==> config.mk <==
export PLATFORM = sky130hd
export DESIGN_NAME = accel_top
export DESIGN_NICKNAME = d
export VERILOG_FILES = /design/src/hw/accel_pkg.sv /design/src/hw/block_stream_if.sv /design/src/hw/accel_fsm.sv /design/src/hw/plaintext_source.sv /design/src/hw/round_key_gen.sv /design/src/hw/round_engine.sv /design/src/hw/ciphertext_sink.sv /design/src/hw/accel_top.sv
export SDC_FILE = /design/constraint.sdc
export NUM_CORES = 1
export LEC_CHECK = 0
export ABC_AREA = 1
export BUFFER_PORTS_ARGS = -buffer_cell sky130_fd_sc_hd__buf_2
export CORE_ASPECT_RATIO = 0.6
export CORE_MARGIN = 3
export CORE_UTILIZATION = 60
export DETAILED_ROUTE_END_ITERATION = 8
export HOLD_SLACK_MARGIN = 0.1
export PLACE_DENSITY = 0.77
export SYNTH_ARGS = -nofsm -noshare
export SYNTH_HDL_FRONTEND = slang
export SYNTH_SLANG_ARGS = --single-unit
==> constraint.sdc <==
create_clock -name clk -period 14.8 [get_ports clk]
set_input_delay 1.48 -clock clk [delete_from_list [all_inputs] [get_ports clk]]
set_output_delay 1.48 -clock clk [all_outputs]
set_load 0.005 [all_outputs]
==> src/hw/accel_pkg.sv <==
package accel_pkg;

  // Memory and block geometry
  localparam int WORD_W      = 32;
  localparam int ADDR_W      = 16;
  localparam int BLOCK_WORDS = 4;
  localparam int BLOCK_W     = WORD_W * BLOCK_WORDS;
  localparam int BLOCK_BYTES = BLOCK_W / 8;
  localparam int WORD_IDX_W  = $clog2(BLOCK_WORDS);

  // Job and round sizing
  localparam int NUM_ROUNDS = 4;
  localparam int ROUND_W    = $clog2(NUM_ROUNDS + 1);
  localparam int CNT_W      = 8;

  // Credits granted on each block stream and on the write port
  localparam int STREAM_CREDITS = 2;
  localparam int CRED_W         = $clog2(STREAM_CREDITS + 1);
  localparam int PTR_W          = $clog2(STREAM_CREDITS);

  typedef enum logic [1:0] {
    ACC_IDLE,
    ACC_STARTING,
    ACC_WORKING,
    ACC_FINISHED
  } accel_state_t;

  // Word i holds bytes 4i..4i+3, lowest byte at the low bits.
  // Byte 4c+r is row r, column c of the state matrix.
  typedef union packed {
    logic [BLOCK_WORDS-1:0][WORD_W-1:0] words;
    logic [BLOCK_BYTES-1:0][7:0]        bytes;
  } block_t;

endpackage

==> src/hw/block_stream_if.sv <==
interface block_stream_if import accel_pkg::*; ();

  logic   valid;
  block_t data;
  // One pulse per freed buffer slot
  logic   credit;

  modport tx (
    output valid,
    output data,
    input  credit
  );

  modport rx (
    input  valid,
    input  data,
    output credit
  );

endinterface

==> src/hw/accel_fsm.sv <==
module accel_fsm import accel_pkg::*; (
  input  logic clk,
  input  logic reset_n,
  input  logic start_i,
  input  logic job_done_i,
  output logic job_start_o,
  output logic busy_o,
  output logic done_o
);

  accel_state_t state_q;
  accel_state_t state_d;

  always_ff @(posedge clk or negedge reset_n) begin : state_seq
    if (!reset_n) begin
      state_q <= ACC_IDLE;
    end else begin
      state_q <= state_d;
    end
  end

  always_comb begin : next_state_comb
    state_d = state_q;
    case (state_q)
      ACC_IDLE: begin
        if (start_i) begin
          state_d = ACC_STARTING;
        end
      end
      // Single setup cycle
      ACC_STARTING: begin
        state_d = ACC_WORKING;
      end
      ACC_WORKING: begin
        if (job_done_i) begin
          state_d = ACC_FINISHED;
        end
      end
      ACC_FINISHED: begin
        state_d = ACC_IDLE;
      end
      default: begin
        state_d = ACC_IDLE;
      end
    endcase
  end

  always_comb begin : output_comb
    job_start_o = 1'b0;
    busy_o      = 1'b0;
    done_o      = 1'b0;
    case (state_q)
      // Units latch the job inputs in the same cycle start_i is seen
      ACC_IDLE:                  job_start_o = start_i;
      ACC_STARTING, ACC_WORKING: busy_o      = 1'b1;
      ACC_FINISHED:              done_o      = 1'b1;
      default:                   busy_o      = 1'b0;
    endcase
  end

endmodule

==> src/hw/plaintext_source.sv <==
module plaintext_source import accel_pkg::*; (
  input  logic              clk,
  input  logic              reset_n,
  input  logic              job_start_i,
  input  logic [ADDR_W-1:0] src_addr_i,
  input  logic [CNT_W-1:0]  num_blocks_i,
  output logic              rd_req_o,
  output logic [ADDR_W-1:0] rd_addr_o,
  input  logic              rd_valid_i,
  input  logic [WORD_W-1:0] rd_data_i,
  block_stream_if.tx        out_o
);

  logic [ADDR_W-1:0]     addr_q;
  logic [CNT_W-1:0]      blocks_left_q;
  logic [WORD_IDX_W-1:0] word_idx_q;
  logic                  pending_q;
  logic                  full_q;
  logic [CRED_W-1:0]     credits_q;
  block_t                blk_q;
  logic                  send;

  // Reads only start while a stream credit is held, so a stalled engine stops fetching
  assign rd_req_o = (blocks_left_q != '0) && !pending_q && !full_q && (credits_q != '0);
  assign rd_addr_o = addr_q;

  assign send        = full_q && (credits_q != '0);
  assign out_o.valid = send;
  assign out_o.data  = blk_q;

  always_ff @(posedge clk or negedge reset_n) begin
    if (!reset_n) begin
      addr_q        <= '0;
      blocks_left_q <= '0;
      word_idx_q    <= '0;
      pending_q     <= 1'b0;
      full_q        <= 1'b0;
      credits_q     <= CRED_W'(STREAM_CREDITS);
    end else begin
      if (job_start_i) begin
        addr_q        <= src_addr_i;
        blocks_left_q <= num_blocks_i;
        word_idx_q    <= '0;
      end else if (rd_req_o) begin
        addr_q    <= addr_q + 1'b1;
        pending_q <= 1'b1;
      end else if (rd_valid_i) begin
        pending_q  <= 1'b0;
        word_idx_q <= word_idx_q + 1'b1;
        // Last word completes the block
        if (word_idx_q == WORD_IDX_W'(BLOCK_WORDS - 1)) begin
          full_q        <= 1'b1;
          blocks_left_q <= blocks_left_q - 1'b1;
        end
      end
      if (send) begin
        full_q <= 1'b0;
      end
      credits_q <= credits_q - CRED_W'(send) + CRED_W'(out_o.credit);
    end
  end

  always_ff @(posedge clk) begin
    if (rd_valid_i) begin
      blk_q.words[word_idx_q] <= rd_data_i;
    end
  end

endmodule

==> src/hw/round_key_gen.sv <==
module round_key_gen import accel_pkg::*; (
  input  logic   clk,
  input  logic   reset_n,
  input  logic   job_start_i,
  input  block_t key_i,
  input  logic   key_step_i,
  input  logic   key_rewind_i,
  output block_t round_key_o
);

  block_t             key0_q;
  block_t             key_q;
  block_t             key_next;
  logic [ROUND_W-1:0] round_q;

  // Rotate left by one byte, then fold the round constant into the top byte
  always_comb begin
    for (int b = 0; b < BLOCK_BYTES; b++) begin
      key_next.bytes[b] = key_q.bytes[(b + BLOCK_BYTES - 1) % BLOCK_BYTES];
    end
    key_next.bytes[BLOCK_BYTES-1] = key_next.bytes[BLOCK_BYTES-1] ^ (8'h01 << round_q);
  end

  always_ff @(posedge clk or negedge reset_n) begin
    if (!reset_n) begin
      round_q <= '0;
    end else if (job_start_i || key_rewind_i) begin
      round_q <= '0;
    end else if (key_step_i) begin
      round_q <= round_q + 1'b1;
    end
  end

  always_ff @(posedge clk) begin
    if (job_start_i) begin
      key0_q <= key_i;
      key_q  <= key_i;
    end else if (key_rewind_i) begin
      key_q <= key0_q;
    end else if (key_step_i) begin
      key_q <= key_next;
    end
  end

  assign round_key_o = key_q;

endmodule

==> src/hw/round_engine.sv <==
module round_engine import accel_pkg::*; (
  input  logic       clk,
  input  logic       reset_n,
  block_stream_if.rx in_i,
  input  block_t     round_key_i,
  output logic       key_step_o,
  output logic       key_rewind_o,
  block_stream_if.tx out_o
);

  block_t             fifo_q [STREAM_CREDITS];
  logic [PTR_W-1:0]   wr_ptr_q;
  logic [PTR_W-1:0]   rd_ptr_q;
  logic [CRED_W-1:0]  count_q;
  logic [CRED_W-1:0]  credits_q;
  logic               active_q;
  logic [ROUND_W-1:0] rnd_q;
  block_t             work_q;
  block_t             round_in;
  logic               load;
  logic               rounds_done;
  logic               send;

  // ShiftRows moves (r,c) from (r,(c+r) mod 4), then AddRoundKey
  function automatic block_t apply_round(block_t state, block_t key);
    block_t res;
    for (int c = 0; c < 4; c++) begin
      for (int r = 0; r < 4; r++) begin
        res.bytes[4*c+r] = state.bytes[4*((c+r)%4)+r] ^ key.bytes[4*c+r];
      end
    end
    return res;
  endfunction

  assign rounds_done = active_q && (rnd_q == ROUND_W'(NUM_ROUNDS));
  assign load        = !active_q && (count_q != '0);
  assign send        = rounds_done && (credits_q != '0);

  // Slot is freed as soon as its block moves into the working register
  assign in_i.credit  = load;
  assign out_o.valid  = send;
  assign out_o.data   = work_q;
  assign key_step_o   = load || (active_q && !rounds_done);
  assign key_rewind_o = send;

  // First round is applied on load
  assign round_in = load ? fifo_q[rd_ptr_q] : work_q;

  always_ff @(posedge clk or negedge reset_n) begin
    if (!reset_n) begin
      wr_ptr_q  <= '0;
      rd_ptr_q  <= '0;
      count_q   <= '0;
      credits_q <= CRED_W'(STREAM_CREDITS);
      active_q  <= 1'b0;
      rnd_q     <= '0;
    end else begin
      if (in_i.valid) begin
        wr_ptr_q <= wr_ptr_q + 1'b1;
      end
      if (load) begin
        rd_ptr_q <= rd_ptr_q + 1'b1;
        active_q <= 1'b1;
        rnd_q    <= ROUND_W'(1);
      end else if (send) begin
        active_q <= 1'b0;
      end else if (key_step_o) begin
        rnd_q <= rnd_q + 1'b1;
      end
      count_q   <= count_q + CRED_W'(in_i.valid) - CRED_W'(load);
      credits_q <= credits_q - CRED_W'(send) + CRED_W'(out_o.credit);
    end
  end

  always_ff @(posedge clk) begin
    if (in_i.valid) begin
      fifo_q[wr_ptr_q] <= in_i.data;
    end
    if (key_step_o) begin
      work_q <= apply_round(round_in, round_key_i);
    end
  end

endmodule

==> src/hw/ciphertext_sink.sv <==
module ciphertext_sink import accel_pkg::*; (
  input  logic              clk,
  input  logic              reset_n,
  input  logic              job_start_i,
  input  logic [ADDR_W-1:0] dst_addr_i,
  input  logic [CNT_W-1:0]  num_blocks_i,
  block_stream_if.rx        in_i,
  output logic              wr_valid_o,
  output logic [ADDR_W-1:0] wr_addr_o,
  output logic [WORD_W-1:0] wr_data_o,
  input  logic              wr_credit_i,
  output logic              job_done_o
);

  block_t                slot_q [STREAM_CREDITS];
  logic [PTR_W-1:0]      wr_ptr_q;
  logic [PTR_W-1:0]      rd_ptr_q;
  logic [CRED_W-1:0]     count_q;
  logic [CRED_W-1:0]     wr_credits_q;
  logic [ADDR_W-1:0]     addr_q;
  logic [CNT_W-1:0]      blocks_left_q;
  logic [WORD_IDX_W-1:0] word_idx_q;
  logic                  issue;
  logic                  last_word;

  // One word per cycle while a block is buffered and a write credit is held
  assign issue     = (count_q != '0) && (wr_credits_q != '0) && (blocks_left_q != '0);
  assign last_word = (word_idx_q == WORD_IDX_W'(BLOCK_WORDS - 1));

  always_ff @(posedge clk or negedge reset_n) begin
    if (!reset_n) begin
      wr_ptr_q      <= '0;
      rd_ptr_q      <= '0;
      count_q       <= '0;
      wr_credits_q  <= CRED_W'(STREAM_CREDITS);
      addr_q        <= '0;
      blocks_left_q <= '0;
      word_idx_q    <= '0;
      wr_valid_o    <= 1'b0;
      in_i.credit   <= 1'b0;
      job_done_o    <= 1'b0;
    end else begin
      wr_valid_o  <= issue;
      in_i.credit <= issue && last_word;
      // Lines up with the final wr_valid_o of the job
      job_done_o  <= issue && last_word && (blocks_left_q == CNT_W'(1));
      if (in_i.valid) begin
        wr_ptr_q <= wr_ptr_q + 1'b1;
      end
      count_q      <= count_q + CRED_W'(in_i.valid) - CRED_W'(issue && last_word);
      wr_credits_q <= wr_credits_q - CRED_W'(issue) + CRED_W'(wr_credit_i);
      if (job_start_i) begin
        addr_q        <= dst_addr_i;
        blocks_left_q <= num_blocks_i;
        word_idx_q    <= '0;
      end else if (issue) begin
        addr_q     <= addr_q + 1'b1;
        word_idx_q <= word_idx_q + 1'b1;
        if (last_word) begin
          rd_ptr_q      <= rd_ptr_q + 1'b1;
          blocks_left_q <= blocks_left_q - 1'b1;
        end
      end
    end
  end

  always_ff @(posedge clk) begin
    if (in_i.valid) begin
      slot_q[wr_ptr_q] <= in_i.data;
    end
    if (issue) begin
      wr_addr_o <= addr_q;
      wr_data_o <= slot_q[rd_ptr_q].words[word_idx_q];
    end
  end

endmodule

==> src/hw/accel_top.sv <==
module accel_top import accel_pkg::*; (
  input  logic               clk,
  input  logic               reset_n,
  // Job setup
  input  logic               start_i,
  input  logic [ADDR_W-1:0]  src_addr_i,
  input  logic [ADDR_W-1:0]  dst_addr_i,
  input  logic [CNT_W-1:0]   num_blocks_i,
  input  logic [BLOCK_W-1:0] key_i,
  output logic               busy_o,
  output logic               done_o,
  // Memory read port
  output logic               rd_req_o,
  output logic [ADDR_W-1:0]  rd_addr_o,
  input  logic               rd_valid_i,
  input  logic [WORD_W-1:0]  rd_data_i,
  // Memory write port
  output logic               wr_valid_o,
  output logic [ADDR_W-1:0]  wr_addr_o,
  output logic [WORD_W-1:0]  wr_data_o,
  input  logic               wr_credit_i
);

  logic   job_start;
  logic   job_done;
  logic   key_step;
  logic   key_rewind;
  block_t round_key;

  block_stream_if src_stream ();
  block_stream_if res_stream ();

  accel_fsm accel_fsm_inst (
    .clk         (clk),
    .reset_n     (reset_n),
    .start_i     (start_i),
    .job_done_i  (job_done),
    .job_start_o (job_start),
    .busy_o      (busy_o),
    .done_o      (done_o)
  );

  plaintext_source plaintext_source_inst (
    .clk          (clk),
    .reset_n      (reset_n),
    .job_start_i  (job_start),
    .src_addr_i   (src_addr_i),
    .num_blocks_i (num_blocks_i),
    .rd_req_o     (rd_req_o),
    .rd_addr_o    (rd_addr_o),
    .rd_valid_i   (rd_valid_i),
    .rd_data_i    (rd_data_i),
    .out_o        (src_stream.tx)
  );

  round_key_gen round_key_gen_inst (
    .clk          (clk),
    .reset_n      (reset_n),
    .job_start_i  (job_start),
    .key_i        (key_i),
    .key_step_i   (key_step),
    .key_rewind_i (key_rewind),
    .round_key_o  (round_key)
  );

  round_engine round_engine_inst (
    .clk          (clk),
    .reset_n      (reset_n),
    .in_i         (src_stream.rx),
    .round_key_i  (round_key),
    .key_step_o   (key_step),
    .key_rewind_o (key_rewind),
    .out_o        (res_stream.tx)
  );

  ciphertext_sink ciphertext_sink_inst (
    .clk          (clk),
    .reset_n      (reset_n),
    .job_start_i  (job_start),
    .dst_addr_i   (dst_addr_i),
    .num_blocks_i (num_blocks_i),
    .in_i         (res_stream.rx),
    .wr_valid_o   (wr_valid_o),
    .wr_addr_o    (wr_addr_o),
    .wr_data_o    (wr_data_o),
    .wr_credit_i  (wr_credit_i),
    .job_done_o   (job_done)
  );

endmodule

==> results.md <==
- The max-slew violation count came to 0.
- The synthesis-stage register bit count is 1152.
- In this run the worst hold path is classified as reg2reg.
- In the routed layout, each cell is associated on average with a via count of 6.06.
- Summed over all layers, the routed wires come to 123 mm.
- The worst flop-to-flop path endpoint is ciphertext_sink_inst.slot_q[1][4].
- The count of vias placed by the detailed router is 28900.
- The count of unique library cells instantiated by Yosys is 33.
- The overall fraction of global-route tracks in use is 0.309.
- The H-tree was split into 3 levels.
- Across all setup checks in the final design, the least slack found is 10.96 ns.
- The launching point of the worst reg2reg path is round_engine_inst.rnd_q[0].
- STA puts the critical path data arrival time at 4.12 ns.
- For this run, the number of Yosys warnings is 0.
- The first-pass GRT wire length is 176 mm.
- For the worst flop-to-flop path, the logic depth is 8.
- Clock-pin slew was measured on the worst setup and hold paths at 0.07 ns.
- At the pin with the least slew margin, the transition time is 1.17 ns.
- The largest net degree at the start of global routing is 203.
- The worst slack at placement is 10.78 ns.
- The routed wirelength normalized by instance count is 25.9 microns.
- The number of nets handed over by synthesis was 3690.
- The number of sinks driven by the clock tree is 1152.
- For this block, the initial DRC count from the detailed router was 4448.
- The number of nets with antenna violations after routing is 0.
- The area growth from synthesis to layout is 12.1%.
- The proportion of synthesized chip area in sequential cells is 0.751.
- The hold buffer count at CTS is 0.
- The start-to-end type of the worst setup path is reg2reg.
- The count of boundary I/O pins is 273.
- The overall overflow remaining after global route is 0.
- The worst setup path is captured at a register.
- The final core utilization is 0.686.
- The count of buffers added on input and output ports is 272.
- The path with the worst hold slack has its endpoint at round_engine_inst.fifo_q[1][58].
- The largest clock skew in the final design is 0.0289 ns.
- The area of all placed cells without fillers is 51000 sq um.
- The floorplan step defined a core boundary enclosing 74400 sq um.
- The reported leakage power is 0.0184 uW.
- The maximum net fanout on the critical path is 63.
- The setup-violating endpoint count in the final report is 0.
- The cell area power density is 147 nW/um^2.
- The cell area that synthesis handed to floorplanning was 45500 sq um.
- The full die area is 79300 sq um.
- The initial antenna violation count is 15.
- The count of filler cells inserted in the layout is 4991.
- The design draws 7520 uW.
- The flow ran to the end, and the final reports show no timing, DRC or antenna violations.
- In the layout the commonest cells are 1072 x edfxtp_1, 862 x nand2_1, 383 x nor2_1.
- The async set-or-reset flop fraction in the synthesized netlist is 0.0694.
- The fraction of final layout cells with drive strength greater than 1 is 0.130.
- The number of cells upsized or downsized after cts is 0.
- The max-capacitance violation count is 0.
- Routability-driven placement finished with a final weighted congestion of 0.878.
- The post-route clock period utilization is 0.260.
- The most used flip-flop cell after synthesis is edfxtp_1.
- The height of the die is 219 microns.
- The number of global-route vias before repair came to 26200.
- Setup repair after global routing left no endpoint under its margin.
- Counting the buffers created by CTS gives 100.
- After clock tree synthesis, the setup repair step added 0 buffers.
- After layout, the minimum clock period comes to 3.84 ns.
- The initial utilization of the core area, before any placement, comes to 0.612.
- The maximum VDD drop is 0.000109 V.
- The placed instance area is 47800 sq um.
- The DRC violation count after routing is 0.
- The number of instances in the synthesized netlist is 3452.
- In this run the register-to-register setup slack is 10.96 ns.
- The horizontal extent of the die is 362 microns.
- The TritonCTS clock tree is built.
- STA classifies the critical path startpoint as a register.
- The startpoint of the worst setup timing path is round_engine_inst.rnd_q[0].
- After legalization and detailed placement, the total HPWL measured 81.9 mm.
- For this run, the top clock speed supported by timing is 0.260 GHz.
- Summed over all failing endpoints, the final setup total negative slack is 0 ns.
- The number of cell rows is 77.
- The count of flip-flops with a built-in enable after synthesis is 1072.
- The library cell used most frequently in the layout, excluding fill and tap cells, is edfxtp_1.
- The pre-antenna-repair detailed-routing pass consisted of 6 iterations.
- The clock root buffer is clkbuf_16.
- The required time reported for the critical path endpoint is 15.08 ns.
- The headroom to the max-slew limit is 0.216.
- The final count of hold timing violations is 0.
- The clock network latency to the later pin of the worst-skew pair is 0.68 ns.
- The number of buffers on the longest clock path is 3.
- The hold path startpoint is plaintext_source_inst.out_o.data[58].
- The number of cells traversed by the worst hold path is 0.
- The layout net count is 3930.
- After synthesis, the mean cell area works out to 13.2 sq um.
-- cell families after synthesis --
| group | synth area share |
|---|---|
| flip-flops | 0.751 |
| AND/OR/NAND/NOR | 0.115 |
| multiplexers | 0.0141 |
| buffers and inverters | 0.0223 |
| AO/OA/AOI/OAI | 0.0579 |
| XOR/XNOR | 0.0304 |
| adder cells (fa/ha/maj) | 0.00907 |
-- routing by layer --
layer  part of all wire  vias to the layer above  wire length [microns]  global-route usage
met4              0.024                       16                   3030              0.0850
met2               0.41                     1932                  50900               0.416
met3               0.17                      191                  21100               0.135
met5            0.00094                        -                    116                   0
met1               0.39                    14000                  48400               0.459
li1                   -                    12800                      -                   -
-- per-stage QoR --
| step | cells | hold slack (ns) |
|---|---|---|
| floorplan | 3452 | 0.421 |
| CTS | 4760 | 0.430 |
| detailed placement | 4577 | 0.429 |
| global placement | 4577 | 0.422 |
| finish | 4769 | 0.431 |
| global route | 4761 | 0.440 |
-- flip-flops by register name, indices dropped and copies added (netlist names), 8 cells and up --
signal and count:
round_engine_inst.out_o.data 128, ciphertext_sink_inst.blocks_left_q 8, plaintext_source_inst.blocks_left_q 8, round_key_gen_inst.round_key_o 128, ciphertext_sink_inst.wr_addr_o 16, plaintext_source_inst.rd_addr_o 16, round_engine_inst.fifo_q 256, round_key_gen_inst.key0_q 128
ciphertext_sink_inst.addr_q 16, plaintext_source_inst.out_o.data 128, ciphertext_sink_inst.wr_data_o 32, ciphertext_sink_inst.slot_q 256
-- cell type report --
type / instances / area, sq um / share of cell area
Multi-Input combinational cell: 2048 / 10400 / 0.203
Sequential cell: 1152 / 34200 / 0.671
Antenna cell: 9 / 22.5 / 0.000441
Tap cell: 987 / 1230 / 0.0242
Clock buffer: 120 / 2580 / 0.0505
Inverter: 83 / 324 / 0.00635
Clock inverter: 63 / 642 / 0.0126
Timing Repair Buffer: 307 / 1640 / 0.0321
-- Yosys cell counts (9+ instances only) --
cell type | instances | share of area
a21oi_1 | 9 | 0.00099
a31oi_1 | 249 | 0.034
buf_1 | 16 | 0.0013
buf_2 | 54 | 0.0059
clkbuf_1 | 98 | 0.0081
dfrtp_1 | 77 | 0.042
edfxtp_1 | 1072 | 0.71
ha_1 | 33 | 0.0091
inv_1 | 77 | 0.0063
mux2i_1 | 64 | 0.014
nand2_1 | 864 | 0.071
nand3_1 | 67 | 0.0074
nand4_1 | 10 | 0.0014
nor2_1 | 388 | 0.032
o21ai_0 | 108 | 0.012
o22ai_1 | 65 | 0.0089
xnor2_1 | 17 | 0.0033
xor2_1 | 141 | 0.027
-- worst max path at each step --
stage | end | cells after the start
floorplan | ciphertext_sink_inst.slot_q[1][0] | 7
global placement | round_key_gen_inst.round_key_o[66] | 5
detailed placement | round_key_gen_inst.round_key_o[17] | 5
CTS | ciphertext_sink_inst.slot_q[1][2] | 8
global route | ciphertext_sink_inst.slot_q[1][35] | 8
finish | ciphertext_sink_inst.slot_q[1][4] | 8
-- report_power, final --
| part | switching, uW | internal, uW |
|---|---|---|
| logic | 522 | 251 |
| registers | 239 | 3890 |
| clock network | 1160 | 1450 |
-- worst max-delay path, stage by stage (launching register included) --
cell,delay [ns]
dfrtp_1,0.40
inv_1,0.08
ha_1,0.15
nand2_1,0.10
nor3_4,0.24
inv_4,0.22
nor2_4,0.77
buf_4,0.60
buf_4,0.80
No activity file was read; power rests on OpenSTA's default activity.
